--- src/hw/lc3b_types.sv ---
package lc3b_types;

    typedef logic [15:0] lc3b_word;
    typedef logic [2:0] lc3b_reg;
    typedef logic [2:0] lc3b_nzp;

    // isa encodings, bits 15:12.
    typedef enum logic [3:0] {
        op_br   = 4'b0000,
        op_add  = 4'b0001,
        op_ldb  = 4'b0010,
        op_stb  = 4'b0011,
        op_jsr  = 4'b0100,
        op_and  = 4'b0101,
        op_ldr  = 4'b0110,
        op_str  = 4'b0111,
        op_rti  = 4'b1000,
        op_not  = 4'b1001,
        op_ldi  = 4'b1010,
        op_sti  = 4'b1011,
        op_jmp  = 4'b1100,
        op_shf  = 4'b1101,
        op_lea  = 4'b1110,
        op_trap = 4'b1111
    } lc3b_opcode;

    typedef enum logic [1:0] {
        alu_add,
        alu_and,
        alu_not,
        alu_pass // b straight through.
    } lc3b_aluop;

    typedef struct packed {
        lc3b_aluop aluop;
        logic      use_imm;
        logic      regfile_load;
        logic      set_cc;
        logic      is_br;
        logic      is_jmp;
        logic      uses_sr1;
        logic      uses_sr2;
        lc3b_reg   dest;
    } lc3b_control_word;

    typedef enum logic {
        fwd_none, // id/ex value.
        fwd_wb    // ex/wb result.
    } lc3b_fwd_sel;

    localparam lc3b_word reset_pc = 16'h0000;
    localparam lc3b_word nop_ir = 16'h0000;  // br with empty mask.
    localparam lc3b_nzp reset_cc = 3'b010;

endpackage : lc3b_types

--- src/hw/pipe_ctrl_if.sv ---
interface pipe_ctrl_if;

    logic                    flush;       // clears if/id and id/ex.
    logic                    redirect;
    lc3b_types::lc3b_word    redirect_pc;
    lc3b_types::lc3b_fwd_sel fwd_a_sel;
    lc3b_types::lc3b_fwd_sel fwd_b_sel;

    modport hazard (
        output flush,
        output redirect,
        output redirect_pc,
        output fwd_a_sel,
        output fwd_b_sel
    );

    modport stage (
        input flush,
        input redirect,
        input redirect_pc,
        input fwd_a_sel,
        input fwd_b_sel
    );

endinterface : pipe_ctrl_if

--- src/hw/regwrite_if.sv ---
interface regwrite_if;

    logic                 load;  // ex/wb valid and regfile_load.
    lc3b_types::lc3b_reg  dest;
    lc3b_types::lc3b_word data;

    modport source (
        output load,
        output dest,
        output data
    );

    modport sink (
        input load,
        input dest,
        input data
    );

    modport monitor (
        input load,
        input dest
    );

endinterface : regwrite_if

--- src/hw/stage_if.sv ---
module stage_if (
    input  logic                 clk,
    input  logic                 rst_n,

    output lc3b_types::lc3b_word imem_addr,
    input  lc3b_types::lc3b_word imem_data,
    input  logic                 imem_ready,

    pipe_ctrl_if.stage           ctrl,

    output lc3b_types::lc3b_word ir,
    output lc3b_types::lc3b_word pc,
    output logic                 valid
);

    lc3b_types::lc3b_word fetch_pc;
    lc3b_types::lc3b_word pc_plus2;

    assign imem_addr = fetch_pc;
    assign pc_plus2 = fetch_pc + 16'd2;

    always_ff @(posedge clk) begin
        if (!rst_n) begin
            fetch_pc <= lc3b_types::reset_pc;
        end else if (ctrl.redirect) begin
            fetch_pc <= ctrl.redirect_pc;
        end else if (imem_ready) begin
            fetch_pc <= pc_plus2;
        end
    end

    // if/id barrier takes a bubble whenever nothing was fetched.
    always_ff @(posedge clk) begin
        if (!rst_n) begin
            valid <= 1'b0;
            ir <= lc3b_types::nop_ir;
        end else if (ctrl.flush || ctrl.redirect || !imem_ready) begin
            valid <= 1'b0;
            ir <= lc3b_types::nop_ir;
        end else begin
            valid <= 1'b1;
            ir <= imem_data;
        end
    end

    always_ff @(posedge clk) begin
        pc <= pc_plus2; // pc of the next instruction.
    end

    // jmp and branch targets must keep fetch word aligned.
    pc_even_check: assert property (
        @(posedge clk) disable iff (!rst_n) !fetch_pc[0]
    );

endmodule : stage_if

--- src/hw/stage_id.sv ---
module stage_id (
    input  logic                         clk,
    input  logic                         rst_n,

    input  lc3b_types::lc3b_word         ir_in,
    input  lc3b_types::lc3b_word         pc_in,
    input  logic                         valid_in,

    pipe_ctrl_if.stage                   ctrl,
    regwrite_if.sink                     wr,

    output lc3b_types::lc3b_control_word control,
    output lc3b_types::lc3b_reg          sr1,
    output lc3b_types::lc3b_reg          sr2,
    output lc3b_types::lc3b_word         sr1_val,
    output lc3b_types::lc3b_word         sr2_val,
    output lc3b_types::lc3b_word         imm,
    output lc3b_types::lc3b_word         pc,
    output lc3b_types::lc3b_word         ir,
    output logic                         valid
);

    lc3b_types::lc3b_word         regs [0:7];
    lc3b_types::lc3b_opcode       opcode;
    lc3b_types::lc3b_control_word dec_control;
    lc3b_types::lc3b_reg          dec_sr1;
    lc3b_types::lc3b_reg          dec_sr2;
    lc3b_types::lc3b_word         dec_imm;
    lc3b_types::lc3b_word         imm5_sext;
    lc3b_types::lc3b_word         off9_shifted;

    assign opcode = lc3b_types::lc3b_opcode'(ir_in[15:12]);
    assign dec_sr1 = ir_in[8:6];  // also the jmp base.
    assign dec_sr2 = ir_in[2:0];
    assign imm5_sext = {{11{ir_in[4]}}, ir_in[4:0]};
    assign off9_shifted = {{6{ir_in[8]}}, ir_in[8:0], 1'b0};

    always_comb begin
        dec_control = '0;
        dec_control.aluop = lc3b_types::alu_pass;
        dec_control.dest = ir_in[11:9];
        dec_imm = imm5_sext;
        case (opcode)
            lc3b_types::op_add, lc3b_types::op_and: begin
                dec_control.aluop = (opcode == lc3b_types::op_add) ?
                                    lc3b_types::alu_add : lc3b_types::alu_and;
                dec_control.use_imm = ir_in[5];
                dec_control.regfile_load = 1'b1;
                dec_control.set_cc = 1'b1;
                dec_control.uses_sr1 = 1'b1;
                dec_control.uses_sr2 = !ir_in[5];
            end
            lc3b_types::op_not: begin
                dec_control.aluop = lc3b_types::alu_not;
                dec_control.regfile_load = 1'b1;
                dec_control.set_cc = 1'b1;
                dec_control.uses_sr1 = 1'b1;
            end
            lc3b_types::op_lea: begin
                dec_control.use_imm = 1'b1;
                dec_control.regfile_load = 1'b1; // cc left alone.
                dec_imm = pc_in + off9_shifted;
            end
            lc3b_types::op_br: begin
                dec_control.is_br = 1'b1;
                dec_imm = off9_shifted;
            end
            lc3b_types::op_jmp: begin
                dec_control.is_jmp = 1'b1;
                dec_control.uses_sr1 = 1'b1;
            end
            default: ; // retires as a no-op.
        endcase
    end

    // retiring write is seen by the read in the same cycle.
    always_ff @(posedge clk) begin
        if (!rst_n) begin
            regs <= '{default: '0};
        end else if (wr.load) begin
            regs[wr.dest] <= wr.data;
        end
    end

    // id/ex barrier.
    always_ff @(posedge clk) begin
        if (!rst_n) begin
            valid <= 1'b0;
            control <= '0;
        end else begin
            valid <= valid_in && !ctrl.flush;
            control <= dec_control;
        end
    end

    always_ff @(posedge clk) begin
        sr1 <= dec_sr1;
        sr2 <= dec_sr2;
        sr1_val <= (wr.load && wr.dest == dec_sr1) ? wr.data : regs[dec_sr1];
        sr2_val <= (wr.load && wr.dest == dec_sr2) ? wr.data : regs[dec_sr2];
        imm <= dec_imm;
        pc <= pc_in;
        ir <= ir_in;
    end

    br_no_write: assert property (
        @(posedge clk) disable iff (!rst_n)
        valid && control.is_br |-> !control.regfile_load
    );

endmodule : stage_id

--- src/hw/stage_ex.sv ---
module stage_ex (
    input  logic                         clk,
    input  logic                         rst_n,

    input  lc3b_types::lc3b_control_word control,
    input  lc3b_types::lc3b_word         sr1_val,
    input  lc3b_types::lc3b_word         sr2_val,
    input  lc3b_types::lc3b_word         imm,
    input  lc3b_types::lc3b_word         pc,
    input  lc3b_types::lc3b_word         ir,
    input  logic                         valid,

    pipe_ctrl_if.stage                   ctrl,
    regwrite_if.source                   wr,

    output logic                         taken,
    output lc3b_types::lc3b_word         target
);

    lc3b_types::lc3b_word op_a;
    lc3b_types::lc3b_word op_b_reg;
    lc3b_types::lc3b_word op_b;
    lc3b_types::lc3b_word alu_out;
    lc3b_types::lc3b_nzp  alu_nzp;
    lc3b_types::lc3b_nzp  cc;
    logic                 br_hit;

    logic                 wb_valid;
    logic                 wb_regfile_load;
    lc3b_types::lc3b_reg  wb_dest;
    lc3b_types::lc3b_word wb_data;

    // forwarding from the ex/wb barrier.
    assign op_a = (ctrl.fwd_a_sel == lc3b_types::fwd_wb) ? wb_data : sr1_val;
    assign op_b_reg = (ctrl.fwd_b_sel == lc3b_types::fwd_wb) ? wb_data : sr2_val;
    assign op_b = control.use_imm ? imm : op_b_reg;

    always_comb begin
        case (control.aluop)
            lc3b_types::alu_add: alu_out = op_a + op_b;
            lc3b_types::alu_and: alu_out = op_a & op_b;
            lc3b_types::alu_not: alu_out = ~op_a;
            default:             alu_out = op_b;
        endcase
    end

    assign alu_nzp = {alu_out[15], alu_out == 16'h0000,
                      !alu_out[15] && alu_out != 16'h0000};

    always_ff @(posedge clk) begin
        if (!rst_n) begin
            cc <= lc3b_types::reset_cc;
        end else if (valid && control.set_cc) begin
            cc <= alu_nzp;
        end
    end

    // br mask sits in ir[11:9].
    assign br_hit = control.is_br && ((ir[11:9] & cc) != 3'b000);
    assign taken = valid && (br_hit || control.is_jmp);
    assign target = control.is_jmp ? op_a : pc + imm;

    // ex/wb barrier.
    always_ff @(posedge clk) begin
        if (!rst_n) begin
            wb_valid <= 1'b0;
            wb_regfile_load <= 1'b0;
        end else begin
            wb_valid <= valid;
            wb_regfile_load <= control.regfile_load;
        end
    end

    always_ff @(posedge clk) begin
        wb_dest <= control.dest;
        wb_data <= alu_out;
    end

    assign wr.load = wb_valid && wb_regfile_load;
    assign wr.dest = wb_dest;
    assign wr.data = wb_data;

    // a redirect needs a live item, and the flush kills the next one.
    taken_flushes: assert property (
        @(posedge clk) disable iff (!rst_n)
        taken |-> valid ##1 !valid
    );

endmodule : stage_ex

--- src/hw/hazard_unit.sv ---
module hazard_unit (
    input  lc3b_types::lc3b_control_word control,
    input  lc3b_types::lc3b_reg          sr1,
    input  lc3b_types::lc3b_reg          sr2,
    input  logic                         valid,

    regwrite_if.monitor                  wr,

    input  logic                         taken,
    input  lc3b_types::lc3b_word         target,

    pipe_ctrl_if.hazard                  ctrl
);

    logic hit_a;
    logic hit_b;

    // only the ex/wb result can be newer than the id/ex operands.
    assign hit_a = valid && control.uses_sr1 && wr.load && (wr.dest == sr1);
    assign hit_b = valid && control.uses_sr2 && wr.load && (wr.dest == sr2);

    always_comb begin
        ctrl.fwd_a_sel = lc3b_types::fwd_none;
        ctrl.fwd_b_sel = lc3b_types::fwd_none;
        if (hit_a) begin
            ctrl.fwd_a_sel = lc3b_types::fwd_wb;
        end
        if (hit_b) begin
            ctrl.fwd_b_sel = lc3b_types::fwd_wb;
        end
    end

    // not-taken prediction, so any taken item redirects.
    assign ctrl.flush = taken;
    assign ctrl.redirect = taken;
    assign ctrl.redirect_pc = target;

endmodule : hazard_unit

--- src/hw/cpu.sv ---
module cpu (
    input  logic                 clk,
    input  logic                 rst_n,

    output lc3b_types::lc3b_word imem_addr,
    input  lc3b_types::lc3b_word imem_data,
    input  logic                 imem_ready,

    output logic                 wb_load,
    output lc3b_types::lc3b_reg  wb_dest,
    output lc3b_types::lc3b_word wb_data
);

    pipe_ctrl_if ctrl_bus ();
    regwrite_if  wr_bus ();

    // if/id.
    lc3b_types::lc3b_word         if_id_ir;
    lc3b_types::lc3b_word         if_id_pc;
    logic                         if_id_valid;

    // id/ex.
    lc3b_types::lc3b_control_word id_ex_control;
    lc3b_types::lc3b_reg          id_ex_sr1;
    lc3b_types::lc3b_reg          id_ex_sr2;
    lc3b_types::lc3b_word         id_ex_sr1_val;
    lc3b_types::lc3b_word         id_ex_sr2_val;
    lc3b_types::lc3b_word         id_ex_imm;
    lc3b_types::lc3b_word         id_ex_pc;
    lc3b_types::lc3b_word         id_ex_ir;
    logic                         id_ex_valid;

    logic                         ex_taken;
    lc3b_types::lc3b_word         ex_target;

    stage_if _stage_if (
        .clk,
        .rst_n,
        .imem_addr,
        .imem_data,
        .imem_ready,
        .ctrl(ctrl_bus),
        .ir(if_id_ir),
        .pc(if_id_pc),
        .valid(if_id_valid)
    );

    stage_id _stage_id (
        .clk,
        .rst_n,
        .ir_in(if_id_ir),
        .pc_in(if_id_pc),
        .valid_in(if_id_valid),
        .ctrl(ctrl_bus),
        .wr(wr_bus),
        .control(id_ex_control),
        .sr1(id_ex_sr1),
        .sr2(id_ex_sr2),
        .sr1_val(id_ex_sr1_val),
        .sr2_val(id_ex_sr2_val),
        .imm(id_ex_imm),
        .pc(id_ex_pc),
        .ir(id_ex_ir),
        .valid(id_ex_valid)
    );

    stage_ex _stage_ex (
        .clk,
        .rst_n,
        .control(id_ex_control),
        .sr1_val(id_ex_sr1_val),
        .sr2_val(id_ex_sr2_val),
        .imm(id_ex_imm),
        .pc(id_ex_pc),
        .ir(id_ex_ir),
        .valid(id_ex_valid),
        .ctrl(ctrl_bus),
        .wr(wr_bus),
        .taken(ex_taken),
        .target(ex_target)
    );

    hazard_unit _hazard_unit (
        .control(id_ex_control),
        .sr1(id_ex_sr1),
        .sr2(id_ex_sr2),
        .valid(id_ex_valid),
        .wr(wr_bus),
        .taken(ex_taken),
        .target(ex_target),
        .ctrl(ctrl_bus)
    );

    assign wb_load = wr_bus.load;  // retired writes.
    assign wb_dest = wr_bus.dest;
    assign wb_data = wr_bus.data;

endmodule : cpu

--- config.mk ---
export PLATFORM = sky130hd
export DESIGN_NAME = cpu
export DESIGN_NICKNAME = d
export VERILOG_FILES = /design/src/hw/lc3b_types.sv /design/src/hw/pipe_ctrl_if.sv /design/src/hw/regwrite_if.sv /design/src/hw/stage_if.sv /design/src/hw/stage_id.sv /design/src/hw/stage_ex.sv /design/src/hw/hazard_unit.sv /design/src/hw/cpu.sv
export SDC_FILE = /design/constraint.sdc
export NUM_CORES = 1
export LEC_CHECK = 0
export ABC_AREA = 0
export BUFFER_PORTS_ARGS = -buffer_cell sky130_fd_sc_hd__buf_2
export CELL_PAD_IN_SITES_DETAIL_PLACEMENT = 1
export CELL_PAD_IN_SITES_GLOBAL_PLACEMENT = 2
export CORE_MARGIN = 4
export CORE_UTILIZATION = 36
export DETAILED_ROUTE_END_ITERATION = 10
export PLACE_DENSITY_LB_ADDON = 0.1
export SETUP_SLACK_MARGIN = 0.4
export SLEW_MARGIN = 20
export SYNTH_ARGS = -nofsm -noshare
export SYNTH_HDL_FRONTEND = slang
export SYNTH_SLANG_ARGS = --single-unit
--- constraint.sdc ---
create_clock -name clk -period 4.5 [get_ports clk]
set_clock_uncertainty 0.1 [all_clocks]
set_input_delay 0.9 -clock clk [delete_from_list [all_inputs] [get_ports clk]]
set_output_delay 0.9 -clock clk [all_outputs]
set_load 0.1 [all_outputs]
==> reports/qor.yml, run 1 <==
drv_cap: 0
cpLargestDelayFamily: "simple AND/OR/NAND/NOR gates"
grt_util_met1_pct: 29.3
p_leak_nw: 6.95
tns_ns: 0
hold_path.class: "reg -> reg"
top_usage_layer: "met2"
hold-worst-slack_ns: 0.225
critPathSlowestCell: "or4_4"
die-area_um2: 44200
critical_path_class: "reg -> reg"
dpl.hpwl_um: 33000
syn_nets: 1681
antenna_found_initial: 1
cp.arrival_ns: 4.77
wl_per_cell_um: 22.2
synth.most_common_cell: "nand2_1"
ys.flop_type: "dfxtp_1"
synth_seq_cells: 287
critical_path_buf_inv_count: 2
clkSinkCount: 287
grt_pass1_vias: 12600
drive_gt1_share_pct: 20.5
power_density_nw_per_um2: 348
reg2reg_depth: 18
required_ns: 4.83
crit_chain: "xor2_2 -> or4_4 -> buf_6 -> buf_12 -> mux2i_2 -> o21ai_2 -> ha_4 -> o21ai_2 -> nand2b_1 -> nand2_2 -> or3_4 -> o32ai_4 -> a21oi_2 -> or4_4 -> a21oi_2 -> and4bb_1 -> o2111ai_2 -> and3_1"
finalCritPeriodShare_pct: 98.7
overflow: 0
grt_use_met2_pct: 39.4
synth_top_cell_by_area: "dfxtp_1"
start_util_pct: 36.7
finalHoldViolCount: 0
hold_depth: 0
hold_path_startpoint: "_stage_id.control[2]"
reg2reg_from: "_stage_ex.wr.dest[0]"
postSynthAreaPerCell_um2: 9.13
cts_tree: "built"
die_y_um: 210
portBuffers: 54
ys_warn_count: 0
finalWeightedCongestion: 0.918
clk_latency_ns: 0.55
cp_max_fo: 6
max_slew.worst_pin.slew_ns: 1.10
worst_setup_path_start_kind: "register"
cp-end-kind: "register"
setup-violations-final: 0
grt_max_degree: 140
drt-vias-per-instance: 5.38
grt_first_pass_wirelength_um: 76700
fmax_mhz: 225
die_x_um: 210
area_growth_pct: 19.1
post-route-min-period_ns: 4.44
peakVddDrop_mv: 0.229
status: "completed"
cts_hold_buf: 0
cts_buffers: 36
rsz0062_at_grt: "yes"
clk_pin_slew_ns: 0.06
grt_usage_pct: 22.4
drv_slew: 0
slowest_delay_ns: 0.57
fillers: 4566
ys_seq_area_share_pct: 39.0
antenna_cells: 0
synthArstFlopShare_pct: 0
rrSetupSlack_ns: 0.06
root_buffer: "clkbuf_16"
slew_headroom_pct: 26.7
num_vias: 12000
synth_edf_count: 0
core-area_um2: 40100
syn_inst: 1613
routed_wl_um: 49700
r2r-end: "_stage_ex.cc[0]"
ant_nets: 0
synth_common_cells: "372 x nand2_1, 287 x dfxtp_1, 130 x a21boi_0, 100 x clkbuf_1, 85 x o21ai_0"
finalNetCount: 1755
gr-usage-met3_pct: 2.71
synth_area_leaders: "dfxtp_1 39%, mux4_2 11%, nand2_1 9.5%, a21boi_0 6.6%, ha_1 3.9%"
ys_types: 62
drcViolationCount: 0
synth_top_area_share_pct: 39.0
drtPass1Iterations: 4
num_io_pins: 55
netlist_area_um2: 14700
num_rows: 73
drt_iter0_drc: 645
ctsLongestPathBuffers: 3
h-tree-depth: 2
whs_endpoint: "_stage_ex.wr.dest[2]"
[worst max path at each step]
stage / startpoint / end / depth (start not counted)
detailed placement: _stage_ex.wr.dest[0] / _stage_ex.cc[0] / 19
global placement: _stage_ex.wr.dest[0] / _stage_ex.cc[0] / 19
finish: _stage_ex.wr.dest[0] / _stage_ex.cc[0] / 18
floorplan: _stage_ex.wr.dest[0] / _stage_ex.cc[0] / 18
global route: _stage_ex.wr.dest[0] / _stage_ex.cc[0] / 18
CTS: _stage_ex.wr.dest[0] / _stage_ex.cc[0] / 18
[repair_timing]
action                     in CTS  in global routing
pin swaps                       9                 21
gates resized for setup        26                 22
setup endpoints to repair       5                  4
setup buffers                  15                  4
[layout make-up]
type | instances | area (um2) | share of cell area (%)
Clock inverter | 5 | 65.1 | 0.371
Tap cell | 525 | 657 | 3.75
Timing Repair Buffer | 150 | 1040 | 5.92
Multi-Input combinational cell | 1180 | 8750 | 49.9
Inverter | 32 | 120 | 0.685
Clock buffer | 61 | 1140 | 6.48
Sequential cell | 287 | 5770 | 32.9
[metrics by stage]
stage / setup slack, ns / cells / power (mW) / instance area (um2) / util, %
CTS: 0.123 / 2236 / 6.19 / 17400 / 43.4
global route: -0.0848 / 2240 / 6.34 / 17500 / 43.7
floorplan: 0.180 / 1613 / 3.05 / 14800 / -
finish: 0.0587 / 2240 / 6.11 / 17500 / 43.7
global placement: -0.00733 / 2155 / 3.22 / 16000 / 39.8
detailed placement: -0.0897 / 2155 / 3.22 / 16000 / 39.8
[state kept, by name, summed over array words and instances, names as in the netlist, 2 cells and up]
register             cells
_stage_id.ir             5
_stage_ex.cc             3
_stage_id.regs         128
_stage_id.imm           16
_stage_if.pc            16
_stage_id.sr1_val       16
_stage_if.imem_addr     16
_stage_ex.wr.data       16
_stage_id.sr2_val       16
_stage_id.pc            16
_stage_id.sr2            2
_stage_id.control       12
_stage_if.ir            16
_stage_ex.wr.dest        3
_stage_id.sr1            2
[metal layers]
layer  wire length (um)  vias up  part of all wire [%]
li1                   -     5793                     -
met1              23000     6058                    46
met2              24500      140                    49
met3               1300       58                   2.6
met4                902        0                   1.8
met5                  0        -                     0
[placed cells by master, fill, tap and decap left out, drive strengths merged, types with 12 or more instances in the layout]
cell type    n
a21oi       60
clkbuf      61
xnor2       23
xor2        46
nand2      372
o21ai       88
buf        150
mux2        14
inv         35
dfxtp      287
mux2i       53
ha          46
nor2        41
mux4        69
and3        27
nand2b      12
nand3       12
a21boi     130
a21o        15
and2        34
[report_power, final]
group | internal, mW | total [mW] | switching, mW
Combinational | 0.168 | 0.521 | 0.354
Clock | 1.78 | 2.93 | 1.15
Sequential | 2.59 | 2.66 | 0.0701
[cell families (layout without fill, tap and decap cells)]
kind of cell | count (synthesis) | count (layout) | share of synthesized area, %
simple gates | 554 | 554 | 16.6
compound gates | 372 | 372 | 16.9
flops | 287 | 287 | 39.0
buf+inv | 146 | 248 | 3.76
mux | 136 | 136 | 15.2
xor+xnor | 69 | 69 | 4.11
fa+ha+maj | 49 | 49 | 4.32
Power figures use the tool's default switching activity.
==> run 2: changes to the inputs <==
==> constraint.sdc (replaced) <==
create_clock -name clk -period 4.5 [get_ports clk]
set_clock_uncertainty 0.1 [all_clocks]
set_input_delay 0.45 -clock clk [delete_from_list [all_inputs] [get_ports clk]]
set_output_delay 0.45 -clock clk [all_outputs]
set_load 0.1 [all_outputs]
==> reports/qor.yml, run 2 (synthesis results as in run 1) <==
post-route-min-period_ns: 4.34  # was 4.44 ns
slew_headroom_pct: 28.9  # was 26.7%
grt_max_degree: 94  # was 140
drive_gt1_share_pct: 20.2  # was 20.5%
power_density_nw_per_um2: 344  # was 348 nW/um2
fin_cells: 2249  # was 2,240
num_vias: 12100  # was 12.0k
dpl.hpwl_um: 33300  # was 33,000 um
p_leak_nw: 6.95  # about the same
antenna_cells: 0  # unchanged
fmax_mhz: 231  # was 225 MHz
setup-violations-final: 0  # unchanged
largest_reg_flops: 128  # unchanged
layout_common_cells: "371 x nand2_1, 276 x dfxtp_1, 130 x a21boi_0"  # was 371 x nand2_1, 277 x dfxtp_1, 130 x a21boi_0
grt_first_pass_wirelength_um: 77300  # was 76,700 um
area_growth_pct: 19.5  # was 19.1%
drtPass1Iterations: 5  # was 4
wl_met2_um: 24100  # was 24,500 um
required_ns: 4.83  # about the same
dr.max_layer_used: "met5"  # was met4
worst_setup_path_start_kind: "register"  # unchanged
die_x_um: 210  # unchanged
core-area_um2: 40100  # unchanged
status: "completed"  # unchanged
hold_path.class: "in -> reg"  # was reg -> reg
fillers: 4572  # was 4,566
critPathSlowestCell: "or4_4"  # unchanged
overflow: 0  # unchanged
finalNetCount: 1768  # was 1,755
power_mw: 6.05  # was 6.11 mW
critical_path_class: "reg -> reg"  # unchanged
die_y_um: 210  # unchanged
drv_slew: 0  # unchanged
grt_usage_pct: 22.5  # was 22.4%
cp.arrival_ns: 4.67  # was 4.77 ns
ant_nets: 0  # unchanged
portBuffers: 54  # unchanged
clk_pin_slew_ns: 0.06  # about the same
layout_commonest_cell: "nand2_1"  # unchanged
cp-end-kind: "register"  # unchanged
clk_latency_ns: 0.55  # about the same
slowest_delay_ns: 0.60  # was 0.57 ns
root_buffer: "clkbuf_16"  # unchanged
h-tree-depth: 2  # unchanged
cts_tree: "built"  # unchanged
start_util_pct: 36.7  # unchanged
wl_met1_um: 22100  # was 23,000 um
numPlacedInstances: 2153  # was 2,155
cts_buffers: 36  # unchanged
drt-vias-per-instance: 5.40  # was 5.38
peakVddDrop_mv: 0.249  # was 0.229 mV
rsz0062_at_grt: "yes"  # unchanged
clkSinkCount: 287  # unchanged
max_slew.worst_pin.slew_ns: 1.06  # was 1.10 ns
crit_chain: "nand4_1 -> or4_4 -> buf_6 -> buf_12 -> mux2i_2 -> o21ai_2 -> ha_4 -> o21ai_1 -> nand2b_1 -> nand2_2 -> or3_4 -> o32ai_4 -> a21oi_2 -> or4_4 -> a21oi_2 -> and4bb_1 -> o2111ai_2 -> and3_1"  # was xor2_2 -> or4_4 -> buf_6 -> buf_12 -> mux2i_2 -> o21ai_2 -> ha_4 -> o21ai_2 -> nand2b_1 -> nand2_2 -> or3_4 -> o32ai_4 -> a21oi_2 -> or4_4 -> a21oi_2 -> and4bb_1 -> o2111ai_2 -> and3_1
regMostFlops: "_stage_id.regs"  # unchanged
die-area_um2: 44200  # unchanged
finalCritPeriodShare_pct: 96.3  # was 98.7%
routed_wl_um: 49900  # was 49,700 um
wl_per_cell_um: 22.2  # about the same
finalWeightedCongestion: 0.928  # was 0.918
ctsLongestPathBuffers: 3  # unchanged
drt_iter0_drc: 649  # was 645
drcViolationCount: 0  # unchanged
num_io_pins: 55  # unchanged
finalHoldViolCount: 0  # unchanged
grt_pass1_vias: 13000  # was 12.6k
antenna_found_initial: 3  # was 1
cp_max_fo: 6  # unchanged
wl_met3_um: 1650  # was 1300 um
drv_cap: 0  # unchanged
num_rows: 73  # unchanged
run 2: cell count changes in the layout (fill, tap and decap cells not counted), moves of 2 or more:
cell,before,now
dlygate4sd3_1,0,15
clkbuf_8,12,6
clkinv_2,0,3
ha_1,42,40
mux2i_1,50,48
o21ai_1,3,5
run 2: final cells by class:
cell class	count	area (um2)	share of cell area (%)
multi-input cells	1180	8740	49.6
flip-flops and latches	287	5770	32.8
repair buffers	163	1160	6.62
clock buffers	54	1050	5.97
well taps	525	657	3.73
inverters	32	120	0.683
clock inverters	8	101	0.576
run 2: worst max-delay path: cells and delay by family (launching register included):
family / cells / cell delay, ns
and+or+nand+nor: 8 / 2.29
AOI/OAI and AO/OA: 6 / 0.74
DFF: 1 / 0.33
buffers and inverters: 2 / 0.29
adders and majority gates: 1 / 0.28
muxes: 1 / 0.18
run 2: report_power, final:
| part | switching, mW | internal (mW) | total [mW] |
|---|---|---|---|
| Sequential | 0.0785 | 2.59 | 2.67 |
| Combinational | 0.346 | 0.171 | 0.517 |
| Clock | 1.14 | 1.73 | 2.86 |
| Total | 1.56 | 4.49 | 6.05 |
run 2: path summary, 6_finish.rpt:
path,start,to,slack (ns),depth (start not counted)
max,_stage_id.control[3],_stage_ex.cc[0],0.16,18
min,imem_data[15],_stage_if.ir[15],0.03,2
max reg2reg,_stage_id.control[3],_stage_ex.cc[0],0.16,18
min reg2reg,_stage_if.ir[10],_stage_id.ir[10],0.23,0
run 2: per-layer routing:
| layer | track usage, % | vias to the layer above |
|---|---|---|
| li1 | - | 5816 |
| met1 | 28.4 | 6040 |
| met2 | 38.8 | 183 |
| met3 | 3.04 | 99 |
| met4 | 9.16 | 6 |
| met5 | 0 | - |
run 2: stage by stage:
| stage | utilization [%] | hold WS, ns | cell area (um2) | worst slack (ns) | TNS, ns |
|---|---|---|---|---|---|
| floorplan | - | 0.209 | 14800 | 0.180 | 0 |
| global placement | 39.8 | 0.224 | 16000 | 0.00814 | 0 |
| detailed placement | 39.8 | 0.226 | 16000 | -0.150 | -0.166 |
| CTS | 43.4 | 0.000347 | 17400 | 0.0640 | 0 |
| global route | 43.9 | 0.0268 | 17600 | -0.0622 | -0.107 |
| finish | 43.9 | 0.0288 | 17600 | 0.165 | 0 |
run 2: repair_timing:
item,in CTS,in global routing
buffers inserted,6,13
hold endpoints to repair,15,0
hold buffers,15,0
gates resized for setup,25,23
pin swaps,21,22
cloned,0,0
endpoints found under the setup margin,4,5
==> run 3: changes to the inputs <==
--- a/config.mk
+++ b/config.mk
@@ -5,14 +5,15 @@
 export SDC_FILE = /design/constraint.sdc
 export NUM_CORES = 1
 export LEC_CHECK = 0
-export ABC_AREA = 0
+export ABC_AREA = 1
 export BUFFER_PORTS_ARGS = -buffer_cell sky130_fd_sc_hd__buf_2
 export CELL_PAD_IN_SITES_DETAIL_PLACEMENT = 1
 export CELL_PAD_IN_SITES_GLOBAL_PLACEMENT = 2
 export CORE_MARGIN = 4
-export CORE_UTILIZATION = 36
+export CORE_UTILIZATION = 33
+export CTS_CLUSTER_DIAMETER = 60
 export DETAILED_ROUTE_END_ITERATION = 10
-export PLACE_DENSITY_LB_ADDON = 0.1
+export PLACE_DENSITY_LB_ADDON = 0.12
 export SETUP_SLACK_MARGIN = 0.4
 export SLEW_MARGIN = 20
 export SYNTH_ARGS = -nofsm -noshare
==> reports/qor.yml, run 3 <==
cp_max_fo: 22  # was 6
synth_top_cell_by_area: "dfxtp_1"  # unchanged
cp-end-kind: "register"  # unchanged
worst_setup_path_start_kind: "register"  # unchanged
netlist_area_um2: 14600  # was 14,700 um2
synth_top_area_share_pct: 39.4  # was 39.0%
num_vias: 14100  # was 12.1k
grt_pass1_vias: 14400  # was 13.0k
grt_max_degree: 90  # was 94
ys.flop_type: "dfxtp_1"  # unchanged
syn_nets: 2115  # was 1,681
post-route-min-period_ns: 3.77  # was 4.34 ns
finalWeightedCongestion: 0.879  # was 0.928
clkSinkCount: 287  # unchanged
slew_headroom_pct: 31.9  # was 28.9%
required_ns: 4.85  # was 4.83 ns
drt_iter0_drc: 903  # was 649
synth_edf_count: 0  # unchanged
finalHoldViolCount: 0  # unchanged
drv_slew: 0  # unchanged
max_slew.worst_pin.slew_ns: 1.02  # was 1.06 ns
synthArstFlopShare_pct: 0  # unchanged
ant_nets: 0  # unchanged
grt_first_pass_wirelength_um: 85700  # was 77,300 um
slowest_delay_ns: 0.45  # was 0.60 ns
crit_chain: "buf_4 -> nand2_1 -> nand2_1 -> nor2_4 -> nand2_8 -> buf_4 -> nand2_1 -> o21ai_0 -> ha_1 -> a21oi_1 -> inv_1 -> a31oi_1 -> o21ai_0 -> a21oi_1 -> nand3b_1 -> nand3_1 -> nand3_2 -> nor2_1 -> nand3_1 -> nand2_1 -> nor2_1"  # was nand4_1 -> or4_4 -> buf_6 -> buf_12 -> mux2i_2 -> o21ai_2 -> ha_4 -> o21ai_1 -> nand2b_1 -> nand2_2 -> or3_4 -> o32ai_4 -> a21oi_2 -> or4_4 -> a21oi_2 -> and4bb_1 -> o2111ai_2 -> and3_1
ys_types: 48  # was 62
root_buffer: "clkbuf_16"  # unchanged
synth_common_cells: "340 x o21ai_0, 299 x nand2_1, 287 x dfxtp_1, 268 x a21oi_1, 227 x inv_1"  # was 372 x nand2_1, 287 x dfxtp_1, 130 x a21boi_0, 100 x clkbuf_1, 85 x o21ai_0
regMostFlops: "_stage_id.regs"  # unchanged
grt_usage_pct: 23.1  # was 22.5%
overflow: 0  # unchanged
syn_inst: 2047  # was 1,613
ys_warn_count: 0  # unchanged
hold_path.class: "reg -> reg"  # was in -> reg
die_x_um: 218  # was 210 um
cts_tree: "built"  # unchanged
synth_seq_cells: 287  # unchanged
wl_per_cell_um: 20.7  # was 22.2 um
critPathSlowestCell: "ha_1"  # was or4_4
clk_pin_slew_ns: 0.06  # about the same
hold-worst-slack_ns: 0.240  # was 0.0288 ns
drcViolationCount: 0  # unchanged
ys_seq_area_share_pct: 39.4  # was 39.0%
start_util_pct: 33.6  # was 36.7%
peakVddDrop_mv: 0.260  # was 0.249 mV
largest_reg_flops: 128  # unchanged
finalNetCount: 2146  # was 1,768
die-area_um2: 47600  # was 44,200 um2
cpMostUsedCell: "nand2_1"
area_growth_pct: 17.4  # was 19.5%
power_density_nw_per_um2: 404  # was 344 nW/um2
synth.most_common_cell: "o21ai_0"  # was nand2_1
setup-violations-final: 0  # unchanged
fmax_mhz: 265  # was 231 MHz
synth_area_leaders: "dfxtp_1 39%, o21ai_0 12%, a21oi_1 9.2%, nand2_1 7.7%, inv_1 5.8%"  # was dfxtp_1 39%, mux4_2 11%, nand2_1 9.5%, a21boi_0 6.6%, ha_1 3.9%
drv_cap: 0  # unchanged
core-area_um2: 43400  # was 40,100 um2
num_rows: 76  # was 73
finalCritPeriodShare_pct: 83.8  # was 96.3%
dpl.hpwl_um: 38400  # was 33,300 um
postLayoutCoreUtil_pct: 39.5  # was 43.9%
critical_path_class: "reg -> reg"  # unchanged
cp.arrival_ns: 4.13  # was 4.67 ns
drtPass1Iterations: 5  # unchanged
rsz0062_at_grt: "no"  # was yes
cpLargestDelayFamily: "simple AND/OR/NAND/NOR gates"  # unchanged
portBuffers: 54  # unchanged
num_io_pins: 55  # unchanged
layout_commonest_cell: "o21ai_0"  # was nand2_1
p_leak_nw: 7.14  # was 6.95 nW
tns_ns: 0  # unchanged
drive_gt1_share_pct: 11.4  # was 20.2%
postSynthAreaPerCell_um2: 7.12  # was 9.13 um2
h-tree-depth: 2  # unchanged
status: "completed"  # unchanged
routed_wl_um: 55700  # was 49,900 um
die_y_um: 218  # was 210 um
critical_path_buf_inv_count: 3  # was 2
ctsLongestPathBuffers: 3  # unchanged
clk_latency_ns: 0.56  # was 0.55 ns
antenna_found_initial: 3  # unchanged
drt-vias-per-instance: 5.25  # was 5.40
layout_common_cells: "340 x o21ai_0, 298 x nand2_1, 281 x dfxtp_1"  # was 371 x nand2_1, 276 x dfxtp_1, 130 x a21boi_0
cts_buffers: 39  # was 36
run 3: cell count changes after synthesis, moves of 29 or more:
cell and change:
nand2_1 -73, mux2i_1 -53, nor2_1 +72, nand3_1 +82, inv_1 +196, and2_1 -29
a21oi_1 +208, a21boi_0 -128, mux4_2 -69, o21ai_0 +255, o211ai_1 +75
run 3: worst register-to-register path: stages, from the launching register on:
cell	delay, ns
dfxtp_1	0.33
buf_4	0.17
nand2_1	0.07
nand2_1	0.08
nor2_4	0.18
nand2_8	0.15
buf_4	0.24
nand2_1	0.06
o21ai_0	0.22
ha_1	0.45
a21oi_1	0.24
inv_1	0.06
a31oi_1	0.23
o21ai_0	0.12
a21oi_1	0.28
nand3b_1	0.13
nand3_1	0.13
nand3_2	0.08
nor2_1	0.11
nand3_1	0.10
nand2_1	0.08
nor2_1	0.05
run 3: cells by family after synthesis:
kind of cell / synth area share, %
and+or+nand+nor: 16.5
DFF: 39.4
xor gates and xnor gates: 1.80
buffers and inverters: 9.73
AOI/OAI and AO/OA: 28.2
adders and majority gates: 4.36
run 3: per-stage QoR:
| stage | total power [mW] | setup WS (ns) | area [um2] | instances |
|---|---|---|---|---|
| 3_3_place_gp | 3.59 | 0.482 | 15400 | 2593 |
| 5_1_grt | 7.17 | 0.396 | 17100 | 2692 |
| 4_1_cts | 6.98 | 0.417 | 17000 | 2679 |
| 6_report | 6.91 | 0.727 | 17100 | 2693 |
| 3_5_place_dp | 3.59 | 0.325 | 15400 | 2593 |
| 2_1_floorplan | 3.31 | 0.532 | 14600 | 2047 |
run 3: what timing repair did:
item | in CTS | in global routing
hold endpoints to repair | 16 | 0
hold buffers | 16 | 0
setup endpoints to repair | 2 | 3
setup buffers | 0 | 13
pin swaps | 0 | 5
gates resized for setup | 2 | 17
run 3: worst paths after layout:
| check | from | to | slack, ns | cells past startpoint |
|---|---|---|---|---|
| hold reg to reg | _stage_id.control[0] | _stage_ex.wr.dest[0] | 0.24 | 0 |
| setup reg to reg | _stage_ex.wr.dest[2] | _stage_ex.cc[0] | 0.73 | 21 |
| hold / removal | _stage_id.control[0] | _stage_ex.wr.dest[0] | 0.24 | 0 |
| setup / recovery | _stage_ex.wr.dest[2] | _stage_ex.cc[0] | 0.73 | 21 |
run 3: area by class of cell:
cell class,count,area [um2]
Antenna cell,1,2.50
Clock buffer,51,1090
Clock inverter,19,290
Fill cell,5404,26200
Inverter,236,893
Multi-Input combinational cell,1391,7520
Sequential cell,287,5760
Tap cell,585,732
Timing Repair Buffer,123,831
run 3: power by group:
group	switching [mW]	internal, mW	leakage [nW]	total (mW)
clock network	1.27	2.08	0.678	3.34
registers	0.0892	2.62	2.34	2.70
logic	0.646	0.212	4.12	0.858
total	2.00	4.90	7.14	6.91
run 3: layer usage:
metal / wire, um / track usage [%]
met3: 2030 / 3.10
met1: 27300 / 32.7
met2: 25100 / 37.1
met4: 1300 / 6.49
met5: 13 / 0
